$ cat src/rtl/video_cfg.svh
//========================================
// Raster geometry, frame-buffer size, pixel divider
// and tearing-pause constants for the video path
//========================================
`ifndef VIDEO_CFG_SVH
`define VIDEO_CFG_SVH

//========================================
// Horizontal timing, in pixel enables
//========================================
`define H_ACTIVE      240     // Visible pixels per line
`define H_TOTAL       399     // Enables per line, blank included
`define HS_START      293     // Enable on which hs rises
`define HS_WIDTH      32      // hs pulse length

//========================================
// Vertical timing, in lines
//========================================
`define VS_ON_LINE    1       // vs rises on this line
`define VS_OFF_LINE   4       // and falls on this one
`define V_START       62      // First visible line
`define V_ACTIVE      160     // Visible lines per frame
`define V_TOTAL_SYNC  264     // Frame length when locked to the core

// Pixel clock is a divided enable on clk_sys
`define CE_DIV        8
// Length of the frame-start pulse in clk_sys cycles
`define SYNC_STRETCH  8

// One RGB666 word per visible pixel
`define FB_WORDS      38400

// Tearing pause
// Core is held for 22 of its own lines, rescaled to 399-wide output lines
`define PAUSE_LINES   22
`define PAUSE_CE      10164

`endif
$ cat src/rtl/pixel_pkg.sv
//========================================
// Pixel formats and colour-mode types
//========================================
`default_nettype none

package pixel_pkg;

	//========================================
	// Channel and pixel formats
	//========================================
	typedef logic [5:0] chan6_t;   // Core-side channel
	typedef logic [7:0] chan8_t;   // Output channel

	// Core pixel as stored in the buffer, red in the top bits
	typedef struct packed {
		chan6_t r;
		chan6_t g;
		chan6_t b;
	} rgb666_t;

	// Pixel as sent to the display
	typedef struct packed {
		chan8_t r;
		chan8_t g;
		chan8_t b;
	} rgb888_t;

	//========================================
	// Colour modes
	//========================================
	// Raw menu selection
	// 5, 6 and 7 are the desaturation entries, the rest show plain colour
	typedef logic [2:0] color_mode_t;

	// Strength of the blend toward luma
	typedef enum logic [1:0] {
		desat_off    = 2'd0,   // Expanded colour passed through
		desat_mild   = 2'd1,   // 3/4 colour, 1/4 luma
		desat_half   = 2'd2,   // Even mix
		desat_strong = 2'd3    // 1/4 colour, 3/4 luma
	} desat_t;

endpackage

`default_nettype wire

$ cat src/rtl/video_timing_pkg.sv
//========================================
// Counter and address types for the raster
// and the frame buffer
//========================================
`default_nettype none

package video_timing_pkg;

	// Horizontal position, 0 .. H_TOTAL-1
	typedef logic [8:0] h_count_t;

	// Line number
	// Saturates at all ones when not locked to the core
	typedef logic [8:0] v_count_t;

	// Word address into the 240x160 buffer
	typedef logic [15:0] fb_addr_t;

	// Remaining enables of the tearing pause
	typedef logic [13:0] pause_count_t;

endpackage

`default_nettype wire

$ cat src/rtl/pixel_capture.sv
//========================================
// Core-side pixel writer
// Registers writes to the frame RAM, detects frame start
//========================================
`default_nettype none

`include "video_cfg.svh"

module pixel_capture (
	input  wire                        clk_sys,
	input  wire                        reset,
	input  wire video_timing_pkg::fb_addr_t pixel_addr,   // From the core
	input  wire pixel_pkg::rgb666_t    pixel_data,
	input  wire                        pixel_we,          // One strobe per pixel
	output video_timing_pkg::fb_addr_t wr_addr,           // Toward the frame RAM
	output pixel_pkg::rgb666_t         wr_data,
	output logic                       wr_en,
	output logic                       frame_sync,        // Stretched frame-start pulse
	output video_timing_pkg::fb_addr_t last_addr          // Latest written address
);

	// Pulse stretcher, LSB is the output
	logic [`SYNC_STRETCH-1:0] stretch_sr;

	// Write payload, follows the strobe by one cycle
	always_ff @(posedge clk_sys) begin
		if (pixel_we) begin
			wr_addr <= pixel_addr;
			wr_data <= pixel_data;
		end
	end

	//========================================
	// Write strobe, last address, frame start
	//========================================
	always_ff @(posedge clk_sys) begin
		if (reset) begin
			wr_en      <= 1'b0;
			last_addr  <= '0;
			stretch_sr <= '0;
		end else begin
			wr_en <= pixel_we;
			if (pixel_we)
				last_addr <= pixel_addr;      // Tells scanout how far the core has got

			// Pixel 0 marks a new frame from the core
			if (pixel_we && pixel_addr == '0)
				stretch_sr <= '1;             // Reload, a new start restarts the pulse
			else
				stretch_sr <= stretch_sr >> 1;
		end
	end

	assign frame_sync = stretch_sr[0];    // High for SYNC_STRETCH clocks

endmodule

`default_nettype wire

$ cat config.mk
export PLATFORM = sky130hd
export DESIGN_NAME = pixel_capture
export DESIGN_NICKNAME = d
export VERILOG_FILES = /design/src/rtl/pixel_pkg.sv /design/src/rtl/video_timing_pkg.sv /design/src/rtl/pixel_capture.sv
export VERILOG_INCLUDE_DIRS = /design/src /design/src/rtl
export SDC_FILE = /design/constraint.sdc
export NUM_CORES = 1
export LEC_CHECK = 0
export ABC_AREA = 1
export BUFFER_PORTS_ARGS = -buffer_cell sky130_fd_sc_hd__buf_2
export CAP_MARGIN = 10
export CORE_ASPECT_RATIO = 2
export CORE_MARGIN = 1
export CORE_UTILIZATION = 41
export CTS_CLUSTER_DIAMETER = 60
export DETAILED_ROUTE_END_ITERATION = 12
export GPL_TIMING_DRIVEN = 0
export HOLD_SLACK_MARGIN = 0.06
export PLACE_DENSITY = 0.74
export RECOVER_POWER = 25
export SLEW_MARGIN = 20
export SYNTH_ARGS = -nofsm -noshare
export SYNTH_HDL_FRONTEND = slang
export SYNTH_SLANG_ARGS = --single-unit
$ cat constraint.sdc
create_clock -name clk_sys -period 0.8 [get_ports clk_sys]
set_clock_uncertainty 0.1 [all_clocks]
set_input_delay 0.08 -clock clk_sys [delete_from_list [all_inputs] [get_ports clk_sys]]
set_output_delay 0.08 -clock clk_sys [all_outputs]
set_load 0.01 [all_outputs]
After elaboration in Yosys (flattened, before gate mapping). Index checks and enable logic that the tools add are counted.

Flip-flop bits (word level): 59. Latch bits: 0. Memory bits (writable): 0. ROM bits: 0. Input bits: 37. Output and inout bits: 52. Logic and storage cells: 10. Memories kept: 0.

Add/subtract/negate cells: 0. $mul: 0. Divide/modulo/power cells: 0. Order comparisons: 0. Eq/ne operators: 0. Shifts and indexed selects: 0. Multiplexer cells: 1. Bitwise operators: 0. Reduce and logical (&&, ||, !) cells: 2.

Operator list (count): $logic_not A16 Y1 (1); $mux W8 (1); $logic_and A1 B1 Y1 (1).

Logic depth before layout (Yosys ltp).
Depth in word-level cells: 3. Mapped depth: 5. Mapped depth without buffers: 5.

Worst setup path before layout. OpenSTA, ideal clock, no wires.

Kind: input -> register. Start point: input pixel_we. End point: register last_addr[10]. Setup time: 0.116 ns. Arrival: 0.506 ns. Data required time: 0.584 ns. Path slack: 0.078 ns. Cell stages on the path: 4. Buffers on the path: 2. Path through: buf_6 -> buf_8 -> o21ai_0 -> nor2_1.

RTL lines: start: declaration (RTL line pixel_capture.sv:14) `input wire pixel_we,`; end signal: assignment (RTL line pixel_capture.sv:44) `last_addr <= pixel_addr;`; end: declaration (RTL line pixel_capture.sv:19) `output video_timing_pkg::fb_addr_t last_addr`.

Worst setup path in the final report.
Start point: register wr_addr[6]. End point: output wr_addr[6].

RTL lines: start: declaration (RTL line pixel_capture.sv:15) `output video_timing_pkg::fb_addr_t wr_addr,`; start signal: assignment (RTL line pixel_capture.sv:28) `wr_addr <= pixel_addr;`.

No word-level cell between the ends.

==> reports/metrics.cfg <==
[grt]
grt_max_degree=37
antenna_found_initial=0
overflow=0
first_global_vias=1618
track_usage=0.207
grt_first_pass_wirelength_mm=7.29

[floorplanning]
core_um2=4600
die_h_um=99.6
initial_utilization=0.425
rows=35
die_area_um2=5060
boundaryPins=89
die_w_um=50.8

[synthesis]
yosysTopAreaCell=edfxtp_1
ys_warn_count=0
synth_xor_area_frac=0
synth_adder_area_share=0
ys_seq_elements=59
synth.distinct_cells=17
netlist.area_leader.share=0.522
ys_seq_area_frac=0.778
synth_simple_gate_area_frac=0.127
ys_top_cells_by_area=edfxtp_1, dfxtp_1, nor2_1
synth_common_cells=edfxtp_1, nor2_1, dfxtp_1
async_flop_share=0
synthMuxAreaShare=0
syn_area_um2=1950
yosysMostFrequentCell=edfxtp_1
synth_compound_area_frac=0.0461
synth_top_family_by_area=simple AND/OR/NAND/NOR gates
synth.net_count=184
synth_ff_type=edfxtp_1
synth_cells=147
synth_edf_count=34
synth_area_per_cell_um2=13.3

[detailed_routing]
firstDrtPassIters=4
drt_wl_total_mm=4.90
wl_per_cell_um=14.3
viasPerCell=4.61
ant_nets=0
vias=1576
drtIter0Drc=18
post-route-drc-count=0

[critical_path]
slowest_delay_ns=0.38
timing.rr.end=last_addr[0]
r2r_slack_ns=0.01
cp.required_ns=0.62
worst_ep_arrival_time_ns=0.87
crit_fanout=1
r2r_cells=3
crit_type=reg -> out
cp-start-kind=register
crit_path_end_kind=primary output
r2r-start=last_addr[0]
critPathTopFamily=flip-flops
cp_slowest_cell=edfxtp_1
path_cells=buf_2
critPathBufInv=1

[power]
clkPwrFrac=0.365
peakVddDrop_uv=1800
power.density_nw_per_um2=2150
power_uw=6830
p_int_uw=5270
p_sw_frac=0.228
comb_power_share=0.122
seqPwrFrac=0.513
switchingPower_uw=1560
power.leakage_uw=0.00142

[place]
post-place-ws_ns=-0.704
gp_congestion=0.788
dp_hpwl_mm=2.86
port_buffers=88

[run]
maxCapViolations=0

[sta]
tightest_slew_ns=0.477
max_freq_mhz=953
rsz0062_at_grt=yes
setup_slack_ns=-0.249
timing.hold.ws_ns=-0.154
slew_headroom=0.682
finalCriticalPeriod_ns=1.05
period_share=1.31
drv_slew=0
finalSetupViolations=76
hold_viol_final=6

[clock_tree]
clockBufferDepth=2
path_clk_slew_ns=0.07
clock_latency_ns=0.32
clock_sinks=59
cts_tree=built
cts.htree.levels=3
root_buffer=clkbuf_8
cts_buffers=9

[run_status]
status=complete, but fails checks
violations=negative hold slack, negative setup slack

[final_layout]
antenna_cells_inserted=0
area_growth_syn_to_layout_pct=62.4
drive_gt1_frac=0.498
nets=320

[min_path]
hold_end=wr_en
whs_path_depth=2
hp-class=in -> reg
min_from=reset

==> registers in the layout, indices dropped and copies added (netlist names) <==
register and count:
wr_data 18, last_addr 16, wr_addr 16, stretch_sr 8, wr_en 1
==> power by group through the flow <==
| stage | sequential [µW] | clock, µW | combinational [µW] |
|---|---|---|---|
| after floorplan | 3650 | 0 | 137 |
| after detailed placement | 3540 | 0 | 603 |
| after CTS | 3500 | 2560 | 808 |
| final | 3500 | 2490 | 835 |
| after global placement | 3530 | 0 | 590 |
| after global routing | 3520 | 2680 | 900 |
==> layer usage <==
layer	vias up	GRT usage	wire, µm
met2	63	0.362	2720
met1	729	0.192	1730
met5	-	0	0
met3	19	0.0642	217
met4	0	0.154	225
li1	765	-	-
==> layout by cell type (no fill, tap or decap) <==
master	netlist	layout
buf_2	0	68
dlygate4sd3_1	0	35
edfxtp_1	34	34
nor2_1	27	27
buf_6	2	21
nand2_1	22	18
dfxtp_2	0	18
o21ai_0	15	12
clkbuf_8	1	10
dfxtp_1	25	7
inv_1	6	5
nor2_2	5	4
nand2_2	0	4
clkinv_2	0	4
a21oi_1	3	3
inv_2	1	2
clkbuf_4	1	2
o21ai_2	0	2
nor2_4	1	2
buf_8	1	1
inv_6	1	1
o21ai_1	0	1
nand3_4	1	1
nand3_1	1	1
clkinvlp_4	0	1
bufinv_16	0	1
clkbuf_1	0	1
buf_4	0	1
==> final cells by class <==
| cell class | count | area, µm² |
|---|---|---|
| Clock inverter | 6 | 57.6 |
| Fill cell | 339 | 1430 |
| Inverter | 8 | 35.0 |
| Clock buffer | 9 | 124 |
| Tap cell | 55 | 68.8 |
| Buffer | 5 | 58.8 |
| Multi-Input combinational cell | 75 | 362 |
| Timing Repair Buffer | 125 | 923 |
| Sequential cell | 59 | 1540 |
==> logic make-up (layout without fill, tap and decap cells) <==
kind of cell    after synthesis  after routing
buf+inv                      13            153
flops                        59             59
simple gates                 57             57
compound gates               18             18
==> repair_timing <==
item | in CTS | in global routing
pin swaps | 0 | 9
setup buffers | 1 | 1
setup endpoints to repair | 111 | 75
gates resized for setup | 33 | 19
hold buffers | 36 | 11
hold endpoints to repair | 85 | 60
==> metrics by stage <==
| step | TNS, ns | utilization | area, µm² | std cells |
|---|---|---|---|---|
| finish | -11.95 | 0.690 | 3170 | 342 |
| global route | -15.51 | 0.690 | 3170 | 342 |
| CTS | -13.00 | 0.681 | 3130 | 342 |
| detailed placement | -29.17 | 0.536 | 2460 | 290 |
| global placement | -26.54 | 0.536 | 2460 | 290 |
| floorplan | 0 | - | 1950 | 147 |
==> worst max path at each step <==
stage | from | endpoint | depth (start not counted)
2_1_floorplan | pixel_we | last_addr[10] | 4
3_3_place_gp | pixel_we | last_addr[5] | 6
3_5_place_dp | pixel_we | last_addr[11] | 6
4_1_cts | wr_data[12] | wr_data[12] | 1
5_1_grt | wr_addr[6] | wr_addr[6] | 1
6_report | wr_addr[6] | wr_addr[6] | 1
Power figures use the tool's default switching activity.
