===== config.mk =====
export PLATFORM = sky130hd
export DESIGN_NAME = scanout
export DESIGN_NICKNAME = d
export VERILOG_FILES = /design/src/rtl/pixel_pkg.sv /design/src/rtl/video_timing_pkg.sv /design/src/rtl/scanout.sv /design/src/rtl/color_grade.sv
export VERILOG_INCLUDE_DIRS = /design/src /design/src/rtl
export SDC_FILE = /design/constraint.sdc
export NUM_CORES = 1
export LEC_CHECK = 0
export BUFFER_PORTS_ARGS = -buffer_cell sky130_fd_sc_hd__buf_2
export CAP_MARGIN = 25
export CORE_MARGIN = 2
export CORE_UTILIZATION = 60
export DETAILED_ROUTE_END_ITERATION = 6
export PLACE_DENSITY = 0.78
export SLEW_MARGIN = 20
export SYNTH_ARGS = -nofsm -noshare
export SYNTH_HDL_FRONTEND = slang
export SYNTH_HIERARCHICAL = 1
export SYNTH_SLANG_ARGS = --single-unit
export TNS_END_PERCENT = 30

===== constraint.sdc =====
create_clock -name clk_sys -period 6.2 [get_ports clk_sys]
set_input_delay 0 -clock clk_sys [delete_from_list [all_inputs] [get_ports clk_sys]]
set_output_delay 0 -clock clk_sys [all_outputs]
set_load 0.01 [all_outputs]

===== src/rtl/video_cfg.svh =====
//========================================
// Raster geometry, frame-buffer size, pixel divider
// and tearing-pause constants for the video path
//========================================
`ifndef VIDEO_CFG_SVH
`define VIDEO_CFG_SVH

//========================================
// Horizontal timing, in pixel enables
//========================================
`define H_ACTIVE      240     // Visible pixels per line
`define H_TOTAL       399     // Enables per line, blank included
`define HS_START      293     // Enable on which hs rises
`define HS_WIDTH      32      // hs pulse length

//========================================
// Vertical timing, in lines
//========================================
`define VS_ON_LINE    1       // vs rises on this line
`define VS_OFF_LINE   4       // and falls on this one
`define V_START       62      // First visible line
`define V_ACTIVE      160     // Visible lines per frame
`define V_TOTAL_SYNC  264     // Frame length when locked to the core

// Pixel clock is a divided enable on clk_sys
`define CE_DIV        8
// Length of the frame-start pulse in clk_sys cycles
`define SYNC_STRETCH  8

// One RGB666 word per visible pixel
`define FB_WORDS      38400

// Tearing pause
// Core is held for 22 of its own lines, rescaled to 399-wide output lines
`define PAUSE_LINES   22
`define PAUSE_CE      10164

`endif

===== src/rtl/pixel_pkg.sv =====
//========================================
// Pixel formats and colour-mode types
//========================================
`default_nettype none

package pixel_pkg;

	//========================================
	// Channel and pixel formats
	//========================================
	typedef logic [5:0] chan6_t;   // Core-side channel
	typedef logic [7:0] chan8_t;   // Output channel

	// Core pixel as stored in the buffer, red in the top bits
	typedef struct packed {
		chan6_t r;
		chan6_t g;
		chan6_t b;
	} rgb666_t;

	// Pixel as sent to the display
	typedef struct packed {
		chan8_t r;
		chan8_t g;
		chan8_t b;
	} rgb888_t;

	//========================================
	// Colour modes
	//========================================
	// Raw menu selection
	// 5, 6 and 7 are the desaturation entries, the rest show plain colour
	typedef logic [2:0] color_mode_t;

	// Strength of the blend toward luma
	typedef enum logic [1:0] {
		desat_off    = 2'd0,   // Expanded colour passed through
		desat_mild   = 2'd1,   // 3/4 colour, 1/4 luma
		desat_half   = 2'd2,   // Even mix
		desat_strong = 2'd3    // 1/4 colour, 3/4 luma
	} desat_t;

endpackage

`default_nettype wire


===== src/rtl/video_timing_pkg.sv =====
//========================================
// Counter and address types for the raster
// and the frame buffer
//========================================
`default_nettype none

package video_timing_pkg;

	// Horizontal position, 0 .. H_TOTAL-1
	typedef logic [8:0] h_count_t;

	// Line number
	// Saturates at all ones when not locked to the core
	typedef logic [8:0] v_count_t;

	// Word address into the 240x160 buffer
	typedef logic [15:0] fb_addr_t;

	// Remaining enables of the tearing pause
	typedef logic [13:0] pause_count_t;

endpackage

`default_nettype wire


===== src/rtl/scanout.sv =====
//========================================
// Raster counters, sync and blank, frame-RAM read
// addressing, free-run restart and tearing pause
//========================================
`default_nettype none

`include "video_cfg.svh"

module scanout (
	input  wire                             clk_sys,
	input  wire                             reset,
	input  wire                             frame_sync,    // Frame start from the writer
	input  wire video_timing_pkg::fb_addr_t last_addr,
	input  wire                             sync_core,     // Core locked to video
	input  wire                             fast_forward,
	input  wire pixel_pkg::color_mode_t     color_mode,
	output video_timing_pkg::fb_addr_t      rd_addr,
	input  wire pixel_pkg::rgb666_t         rd_data,
	output logic                            ce_pix,
	output logic                            hs,
	output logic                            vs,
	output logic                            hblank,
	output logic                            vblank,
	output logic                            force_pause,   // Hold the core off the buffer
	output pixel_pkg::rgb888_t              rgb
);

	import video_timing_pkg::*;
	import pixel_pkg::*;

	localparam int div_w = $clog2(`CE_DIV);
	localparam logic [div_w-1:0] div_last = div_w'(`CE_DIV - 1);
	localparam h_count_t h_last  = h_count_t'(`H_TOTAL - 1);
	localparam h_count_t hs_stop = h_count_t'(`HS_START + `HS_WIDTH);
	localparam v_count_t v_end   = v_count_t'(`V_START + `V_ACTIVE);   // First bottom-blank line
	localparam v_count_t v_wrap  = v_count_t'(`V_TOTAL_SYNC - 1);
	localparam v_count_t v_pause = v_count_t'(`V_START - 1);           // Line before the picture
	localparam fb_addr_t pause_addr = fb_addr_t'(`PAUSE_LINES * `H_ACTIVE);

	logic [div_w-1:0] div;       // Pixel divider
	logic             ce_tick;   // Cycle before ce_pix, outputs load here
	logic             frame_sync_d;
	logic             restart;
	h_count_t         x;
	v_count_t         y;
	pause_count_t     pause_cnt;
	rgb666_t          pix_q;     // Buffer word on display

	assign ce_tick = (div == '0);

	// Free-running mode follows the core's frame start, only while blanked
	assign restart = frame_sync && !frame_sync_d && !sync_core && vblank;

	//========================================
	// Pixel enable
	//========================================
	always_ff @(posedge clk_sys) begin
		if (reset) begin
			div          <= '0;
			ce_pix       <= 1'b0;
			frame_sync_d <= 1'b0;
		end else begin
			div          <= (div == div_last) ? '0 : div + 1'b1;
			ce_pix       <= ce_tick;
			frame_sync_d <= frame_sync;       // Edge detect
		end
	end

	// Position counters, advance at the end of each enable
	always_ff @(posedge clk_sys) begin
		if (reset || restart) begin
			x <= '0;
			y <= '0;
		end else if (ce_pix) begin
			if (x == h_last) begin
				x <= '0;
				if (sync_core && y >= v_wrap)
					y <= '0;                  // Locked frame length
				else if (~&y)
					y <= y + 1'b1;            // Free run waits at the top
			end else begin
				x <= x + 1'b1;
			end
		end
	end

	//========================================
	// Sync and blank
	//========================================
	always_ff @(posedge clk_sys) begin
		if (reset) begin
			hs     <= 1'b0;
			vs     <= 1'b0;
			hblank <= 1'b1;
			vblank <= 1'b1;
		end else begin
			if (ce_tick) begin
				if (x == h_count_t'(`H_ACTIVE)) hblank <= 1'b1;
				if (x == '0)                    hblank <= 1'b0;

				if (x == h_count_t'(`HS_START)) begin
					hs <= 1'b1;
					if (y == v_count_t'(`VS_ON_LINE))  vs <= 1'b1;   // vs edges ride on hs
					if (y == v_count_t'(`VS_OFF_LINE)) vs <= 1'b0;
				end
				if (x == hs_stop) hs <= 1'b0;

				if (y == v_count_t'(`V_START)) vblank <= 1'b0;
				if (y >= v_end)                vblank <= 1'b1;
			end
			if (restart) begin
				hs <= 1'b0;
				vs <= 1'b0;
			end
		end
	end

	// Read address runs one word ahead of the displayed pixel
	always_ff @(posedge clk_sys) begin
		if (reset)
			rd_addr <= '0;
		else if (ce_pix) begin
			if (vblank)
				rd_addr <= '0;                // Rewind for the next frame
			else if (!hblank)
				rd_addr <= rd_addr + 1'b1;
		end
	end

	// Capture the word read in the previous cycle
	always_ff @(posedge clk_sys) begin
		if (ce_tick)
			pix_q <= rd_data;
	end

	//========================================
	// Tearing pause
	//========================================
	always_ff @(posedge clk_sys) begin
		if (reset) begin
			force_pause <= 1'b0;
			pause_cnt   <= '0;
		end else if (ce_pix) begin
			if (x == h_last && y == v_pause) begin
				// Core still near the top, stall it until scanout is ahead
				force_pause <= sync_core && !fast_forward && (last_addr < pause_addr);
				pause_cnt   <= pause_count_t'(`PAUSE_CE);
			end else if (force_pause) begin
				if (pause_cnt != '0)
					pause_cnt <= pause_cnt - 1'b1;
				else
					force_pause <= 1'b0;      // Extra enable after the count
			end
		end
	end

	color_grade u_grade (
		.pixel_in  (pix_q),
		.mode      (color_mode),
		.pixel_out (rgb)
	);

endmodule

`default_nettype wire


===== src/rtl/color_grade.sv =====
//========================================
// RGB666 to RGB888 expansion
// and luma-blend desaturation
//========================================
`default_nettype none

module color_grade (
	input  wire pixel_pkg::rgb666_t     pixel_in,
	input  wire pixel_pkg::color_mode_t mode,        // Menu colour selection
	output pixel_pkg::rgb888_t          pixel_out
);

	import pixel_pkg::*;

	rgb888_t x8;      // Expanded input
	chan8_t  luma;    // Approximate brightness
	desat_t  desat;   // Decoded blend strength

	// Blend one channel toward luma, all terms wrap at 8 bits
	function automatic chan8_t grade_chan(input chan8_t c, input chan8_t y, input desat_t d);
		case (d)
			desat_mild:   grade_chan = (c >> 1) + (c >> 2) + (y >> 2);
			desat_half:   grade_chan = (c >> 1) + (y >> 1);
			desat_strong: grade_chan = (y >> 1) + (y >> 2) + (c >> 2);
			default:      grade_chan = c;
		endcase
	endfunction

	// Repeat the top bits so full scale stays full scale
	assign x8.r = {pixel_in.r, pixel_in.r[5:4]};
	assign x8.g = {pixel_in.g, pixel_in.g[5:4]};
	assign x8.b = {pixel_in.b, pixel_in.b[5:4]};

	// Roughly 1/4 R + 5/8 G + 1/8 B
	assign luma = (x8.r >> 2) + (x8.g >> 1) + (x8.g >> 3) + (x8.b >> 3);

	//========================================
	// Mode decode
	//========================================
	always_comb begin
		case (mode)
			3'd5:    desat = desat_mild;
			3'd6:    desat = desat_half;
			3'd7:    desat = desat_strong;
			default: desat = desat_off;      // Shader modes are not built here
		endcase
	end

	assign pixel_out.r = grade_chan(x8.r, luma, desat);
	assign pixel_out.g = grade_chan(x8.g, luma, desat);
	assign pixel_out.b = grade_chan(x8.b, luma, desat);

endmodule

`default_nettype wire


* Word level (Yosys, flattened, before mapping) *
Cells that the tools add are included.

operators by class
  add/sub/neg operators = 21
  $lt $le $gt $ge = 3
  equality and inequality tests = 17
  mux-type cells = 23
  reduce and logical (&&, ||, !) cells = 30

operators by type and width
  operator                                                                             number
  8-bit case mux with 3 select lines                                                   3
  8-bit by 6-bit adder with 8-bit output                                               6
  14-bit 2-to-1 mux                                                                    3
  7-bit by 6-bit adder with 8-bit output                                               4
  16-bit 2-to-1 mux                                                                    2
  9-bit equality test, second input constant                                           3
  9-bit 2-to-1 mux                                                                     3
  7-bit by 7-bit adder with 8-bit output                                               3
  9-bit by 1-bit adder with 9-bit output, second input constant                        2
  9-bit by 6-bit equality test with 1-bit output, second input constant                2
  16-bit by 1-bit adder with 16-bit output, second input constant                      1
  8-bit by 5-bit adder with 8-bit output                                               2
  16-bit by 13-bit < comparator with 1-bit output, second input constant               1
  14-bit nonzero test                                                                  1
  14-bit by 1-bit subtractor with 14-bit output, second input constant                 1
  3-bit equality test, second input constant                                           4
  2-bit nonzero test                                                                   6
  1-bit 2-to-1 mux                                                                     11
  9-bit by 1-bit equality test with 1-bit output, second input constant                1
  9-bit by 3-bit equality test with 1-bit output, second input constant                1
  9-bit by 8-bit equality test with 1-bit output, second input constant                1
  9-bit by 8-bit greater-or-equal comparator with 1-bit output, second input constant  1
  9-bit greater-or-equal comparator, second input constant                             1
  9-bit zero test                                                                      1
  other kinds (15)                                                                     30

word-level totals
  flip-flop bits (word level) = 76
  input port bits = 42
  logic and storage cells = 109

* Logic depth before layout (Yosys ltp) *
Gate-level depths: netlist (run 1).

  depth in word-level cells = 6
  mapped depth = 19
  depth with buffers taken out = 19

* Cells and area by module *
Netlist (run 1), hierarchy kept.

modules (own cells, without submodules)
  module       times used  cells each  area an instance (µm²)  seq. area each (µm²)
  color_grade  1           506         4078.9                  0.0
  scanout      1           372         3607.2                  1701.6

* Worst setup path after synthesis (run 1) *
No wires, ideal clock.

  path kind = flip-flop to output port
  start point = register pix_q[6] (netlist bit)
  end point = output port rgb[22] (netlist bit)
  arrival = 4897 ps
  data required time = 6200 ps
  slack = 1303 ps
  cell stages (with the launch flop) = 20
  buffers on the path = 0
  cell sequence = edfxtp_1 -> inv_1 -> fa_1 -> fa_1 -> inv_1 -> ha_1 -> fa_1 -> a21o_1 -> a21oi_1 -> xnor2_1 -> inv_1 -> fa_1 -> inv_1 -> ha_1 -> a211oi_1 -> o21bai_1 -> a21oi_1 -> xor2_1 -> o22ai_1 -> a221o_1

RTL lines
  item                    line            text
  start, declared         scanout.sv:47   rgb666_t pix_q;
  start signal, assigned  scanout.sv:133  pix_q <= rd_data;
  end, declared           scanout.sv:25   output pixel_pkg::rgb888_t rgb

==> flow_summary.yaml, run 1 <==
floorplanning:
  die_h_um: 117
  io_pins: 88
  coreArea_um2: 12600
  die_area_um2: 13700
  rows: 41
  initial_core_util: 0.612
  fp.dieW_um: 117
cts:
  clk_pin_slew_ns: 0.06
  worstSkewPairLatency_ns: 0.34
  cts_buffers: 9
  clockRootBuffer: "clkbuf_16"
  cts_tree: "yes"
  cts_buffer_depth: 2
  post-cts-setup-buffer-count: 0
  cts.sink_count: 76
  htree_levels: 3
worst_setup_path:
  cp.arrival_ns: 5.92
  slowest_stage: "fa_1"
  reg2reg_from: "ce_pix$_SDFF_PP0_"
  worst-path-buf-inv: 3
  path_max_fanout: 6
  crit_type: "reg2out"
  reg2reg_slack_ns: 3.72
  worst-path-stages: 20
  worstSetupEndpointType: "output pin"
  reg2reg_to: "y[3]$_SDFFE_PP0P_"
  cp_data_required_time_ns: 6.20
  reg2reg_depth: 5
  slowest_delay_ns: 0.52
  worstPathCellList: "inv_2 > fa_1 > fa_1 > inv_1 > ha_1 > fa_1 > a21o_1 > a21oi_1 > xnor2_2 > ha_1 > o21ai_0 > o21bai_1 > a21o_1 > xor2_1 > ha_1 > a21o_1 > a31oi_1 > xnor2_1 > a221o_1 > buf_2"
  critPathLaunchType: "flip-flop"
  critPathTopFamily: "adder cells"
global_routing:
  grt_max_degree: 23
  grt_pass1_vias: 6711
  track_usage: 0.312
  antenna_found_initial: 0
  grt_pass1_wl_um: 33100
  overflow: 0
timing:
  worst_pin_slew_ns: 0.949
  rsz0062_at_grt: "no"
  fmax_mhz: 169
  fin_skew_ns: 0.00695
  drv_slew: 0
  relSlewSlack: 0.367
  fin_tns_setup_ns: 0
  setup-violations-final: 0
  hold_violations: 0
  period_needed_ns: 5.92
  fin_crit_sh: 0.954
logic_synthesis:
  syn-num-nets: 1045
  synth_seq_cells: 76
  yosysWarningCount: 6
  ys_seq_area_frac: 0.221
  synth_cell_type_count: 77
  mappedNetlistArea_um2: 7690
  synth_cells: 878
  avgSynthCellArea_um2: 8.75
  synth_edf_count: 18
  synthFlopType: "dfxtp_1"
  synthArstFlopShare: 0
placed_design:
  postPlaceCellArea_um2: 8270
  port_buffers: 82
  gp_congestion: 0.962
  place_hpwl_um: 15500
route:
  wl_per_cell_um: 17.8
  via_per_inst: 6.10
  ant_nets: 0
  drc: 0
  drtIter0Drc: 489
  drtPass1Iterations: 5
  totalWireLength_um: 20500
  vias: 7010
finish:
  diodes: 0
  drive_gt1_frac: 0.140
  area_delta_synth_final_pct: 14.2
  final_cell_mix: "ha_1 (87), inv_1 (86), buf_2 (82)"
  mostFrequentLayoutCell: "ha_1"
  nets: 1140
  final_cell_area_um2: 8780
min_path:
  hold_path.class: "in2reg"
  min_path_cells: 2
  worstHoldStart: "reset"
  whs_endpoint: "rd_addr[2]$_SDFFE_PP0P_"
job:
  max_cap_violations: 0
status:
  status: "finished, final reports clean"
## how the worst max path moves through the flow
stage,startpoint,endpoint
after floorplan,pix_q[6]$_DFFE_PP_,rgb[22]
after global placement,pix_q[6]$_DFFE_PP_,rgb[14]
after detailed placement,pix_q[6]$_DFFE_PP_,rgb[6]
after CTS,pix_q[6]$_DFFE_PP_,rgb[6]
after global routing,pix_q[6]$_DFFE_PP_,rgb[22]
final,pix_q[6]$_DFFE_PP_,rgb[14]
## kinds of logic (layout without fill, tap and decap cells)
kind of cell / after synthesis / after routing / synth area share
buffers and inverters: 114 / 214 / 0.0573
adder cells (fa/ha/maj): 125 / 125 / 0.241
XOR/XNOR: 67 / 67 / 0.0788
flip-flops: 76 / 76 / 0.221
multiplexers: 2 / 2 / 0.00260
AO/OA/AOI/OAI: 253 / 253 / 0.224
AND/OR/NAND/NOR: 241 / 241 / 0.175
## registers in the layout, summed over array words and instances, names as in the netlist
register / count
rd_addr: 16
ce_pix: 1
vs: 1
y: 9
pause_cnt: 14
force_pause: 1
frame_sync_d: 1
hs: 1
x: 9
vblank: 1
div: 3
pix_q: 18
hblank: 1
## cell type report
type | count | area [um2]
fillers | 1027 | 3790
repair buffers | 107 | 646
clock buffers | 12 | 246
multi-input cells | 688 | 5580
well taps | 172 | 215
inverters | 91 | 342
clock inverters | 4 | 50.0
flip-flops and latches | 76 | 1700
## cell usage after synthesis, drive strengths merged (9+ instances only)
library cell / n / area [um2]
xor2: 32 / 299
nor3: 16 / 80.1
nor2: 75 / 282
edfxtp: 18 / 541
nor2b: 14 / 87.6
inv: 91 / 342
o21a: 10 / 75.1
nand3: 11 / 55.1
a211oi: 27 / 203
a21oi: 42 / 214
xnor2: 35 / 307
a21o: 21 / 158
clkbuf: 15 / 56.3
and3: 9 / 58.8
a22oi: 10 / 75.1
o21ai: 59 / 295
nand2: 30 / 113
nand4: 10 / 62.6
fa: 38 / 761
ha: 87 / 1090
dfxtp: 58 / 1160
nor3b: 11 / 82.6
o21bai: 9 / 67.6
or4: 9 / 75.1
## stage by stage
stage | util | worst slack [ns] | hold WS (ns) | instances
final | 0.698 | 0.284 | 0.0599 | 1150
after global routing | 0.698 | 0.00557 | 0.0752 | 1150
after CTS | 0.697 | 0.0626 | 0.0591 | 1150
after detailed placement | 0.658 | 0.432 | 0.178 | 1115
after floorplan | - | 1.30 | 0.0989 | 878
after global placement | 0.657 | 0.448 | 0.177 | 1114
## metal layers
metal	GRT usage	vias to the layer above	part of all wire	wire length [um]
met2	0.525	289	0.48	9810
met3	0.0577	51	0.074	1510
met1	0.392	3277	0.41	8420
met4	0.138	0	0.036	728
li1	-	3393	-	-
met5	0	-	0	0
## timing repair
item	CTS	global route
hold buffers	19	0
endpoints found under the hold margin	19	0
setup endpoints to repair	0	9
gates resized for setup	0	7
## worst register-to-register path, cell delays in order (launching register included)
cell and delay, ns:
dfxtp_1 0.65, inv_1 0.20, or3_1 0.53, or4_4 0.52, or3b_1 0.36, a21oi_1 0.16
Power of run 1 is left out: the tool's default activity adds up to more than one toggle a clock period on the data nets, which glitch-free logic cannot reach.
==> run 2: changes to the inputs <==
ABC_AREA = 1   (was unset)
CAP_MARGIN = 20   (was 25)
PLACE_DENSITY = 0.77   (was 0.78)
==> flow_summary.yaml, run 2 <==
worst_setup_path:
  slowest_stage: "fa_1"
  slowest_delay_ns: 0.52
  critPathLaunchType: "flip-flop"
  path_max_fanout: 6
  reg2reg_to: "y[0]$_SDFFE_PP0P_"
  reg2reg_from: "y[2]$_SDFFE_PP0P_"
  crit_start: "pix_q[6]$_DFFE_PP_"
  reg2reg_slack_ns: 4.32
  path_common_cell: "nand2_1"
  crit_type: "reg2out"
  worstSetupEndpointType: "output pin"
  cp.arrival_ns: 5.88
  setup.worst_path.end: "rgb[23]"
  cp_data_required_time_ns: 6.20
  reg2reg_depth: 11
logic_synthesis:
  synth_top_area_cell: "dfxtp_1"
  synth_top_family_by_area: "simple AND/OR/NAND/NOR gates"
  synthTopCellsByArea: "dfxtp_1 (14%), ha_1 (13%), nand2_1 (13%)"
  synth_common_cells: "nand2_1 (289), inv_1 (212), nor2_1 (113)"
  muxShareOfSynthArea: 0
  synth_cell_type_count: 51
  mappedNetlistArea_um2: 8340
  synthXorXnorAreaFrac: 0.0221
  netlist.area_leader.share: 0.139
  synth_fa_ha_area_frac: 0.222
  yosysMostFrequentCell: "nand2_1"
  synth_compound_area_frac: 0.119
  synth_cells: 1219
  synthFlopType: "dfxtp_1"
  synthArstFlopShare: 0
  ys_seq_area_frac: 0.204
  syn-num-nets: 1386
  avgSynthCellArea_um2: 6.84
  yosysWarningCount: 6
  synth_seq_cells: 76
  synth_edf_count: 18
  synth-simple-area-share: 0.324
route:
  ant_nets: 0
  totalWireLength_um: 21900
  drc: 0
  vias: 8194
  drtPass1Iterations: 5
  via_per_inst: 5.43
  wl_per_cell_um: 14.5
  drtIter0Drc: 468
timing:
  fmax_mhz: 170
  worst_pin_slew_ns: 1.04
  hold_violations: 0
  setup-violations-final: 0
  fin_skew_ns: 0.00844
  drv_slew: 0
  period_needed_ns: 5.88
  fin_hold_ws_ns: 0.0351
  relSlewSlack: 0.307
  fin_tns_setup_ns: 0
  fin_crit_sh: 0.948
cts:
  htree_levels: 3
  clk_pin_slew_ns: 0.06
  cts_tree: "yes"
  cts_buffer_depth: 2
  worstSkewPairLatency_ns: 0.33
  cts_buffers: 9
  cts.sink_count: 76
  clockRootBuffer: "clkbuf_16"
job:
  max_cap_violations: 0
finish:
  nets: 1491
  multi_input_area_um2: 5740
  fin_util: 0.686
  final_cell_mix: "nand2_1 (289), inv_1 (212), nor2_1 (112)"
  diodes: 0
  top_register: "pix_q"
  nFillCells: 1244
  mostFrequentLayoutCell: "nand2_1"
  area_delta_synth_final_pct: 12.8
  top_regs: "pix_q (18), rd_addr (16), pause_cnt (14)"
  seq_area_um2: 1700
  largest_reg_flops: 18
  final_cell_area_um2: 9410
  drive_gt1_frac: 0.130
floorplanning:
  die_area_um2: 14900
  io_pins: 88
  initial_core_util: 0.608
  rows: 43
  die_h_um: 122
  coreArea_um2: 13700
  fp.dieW_um: 122
min_path:
  min_path_cells: 6
  hold_path.class: "in2reg"
global_routing:
  grt_pass1_wl_um: 35900
  grt_pass1_vias: 7803
  grt_max_degree: 26
  antenna_found_initial: 0
  track_usage: 0.304
  overflow: 0
placed_design:
  gp_congestion: 1.03
  postPlaceCellArea_um2: 8940
  place_hpwl_um: 17100
  port_buffers: 82
status:
  status: "finished, final reports clean"
[run 2: kinds of logic (layout without fill, tap and decap cells)]
kind of cell	after synthesis	after routing
flip-flops	76	76
XOR/XNOR	21	21
buffers and inverters	233	343
AND/OR/NAND/NOR	600	600
adder cells (fa/ha/maj)	125	125
AO/OA/AOI/OAI	164	164
[run 2: layout make-up]
| cell class | count | area share |
|---|---|---|
| Multi-Input combinational cell | 910 | 0.610 |
| Clock buffer | 11 | 0.0247 |
| Clock inverter | 5 | 0.00372 |
| Inverter | 218 | 0.0870 |
| Timing Repair Buffer | 109 | 0.0702 |
| Tap cell | 180 | 0.0239 |
| Sequential cell | 76 | 0.181 |
[run 2: repair_timing]
| item | CTS | global route |
|---|---|---|
| hold buffers | 19 | 0 |
| buffers inserted | 0 | 0 |
| resized for setup | 0 | 1 |
| endpoints found under the hold margin | 19 | 0 |
| setup endpoints to repair | 0 | 2 |
[run 2: stage by stage]
step	cells	setup slack, ns
2_1_floorplan	1219	1.35
3_3_place_gp	1474	0.817
3_5_place_dp	1474	0.723
4_1_cts	1509	0.347
5_1_grt	1509	-0.0102
6_report	1509	0.321
[run 2: worst min path at each step]
stage | start | endpoint
6_report | fast_forward | force_pause$_SDFFE_PP0P_
5_1_grt | fast_forward | force_pause$_SDFFE_PP0P_
4_1_cts | fast_forward | force_pause$_SDFFE_PP0P_
3_5_place_dp | rd_data[6] | pix_q[6]$_DFFE_PP_
3_3_place_gp | rd_data[12] | pix_q[12]$_DFFE_PP_
2_1_floorplan | rd_data[0] | pix_q[0]$_DFFE_PP_
[run 2: critical path: cells and delay by family, from the launching register on]
family	cells	cell delay, ns
compound gates	2	0.52
flops	1	0.47
simple gates	12	1.05
xor+xnor	2	0.32
buf+inv	4	0.79
fa+ha+maj	6	2.42
[run 2: layer usage]
metal  GRT usage  part of all wire  vias to the layer above  routed length, um
met3      0.0379             0.041                       52                907
met5           0                 0                        -                  0
met1       0.360              0.43                     3767               9360
met4       0.121             0.030                        0                661
li1            -                 -                     4165                  -
met2       0.555              0.50                      210              11000
Power of run 2 is left out for the same reason.
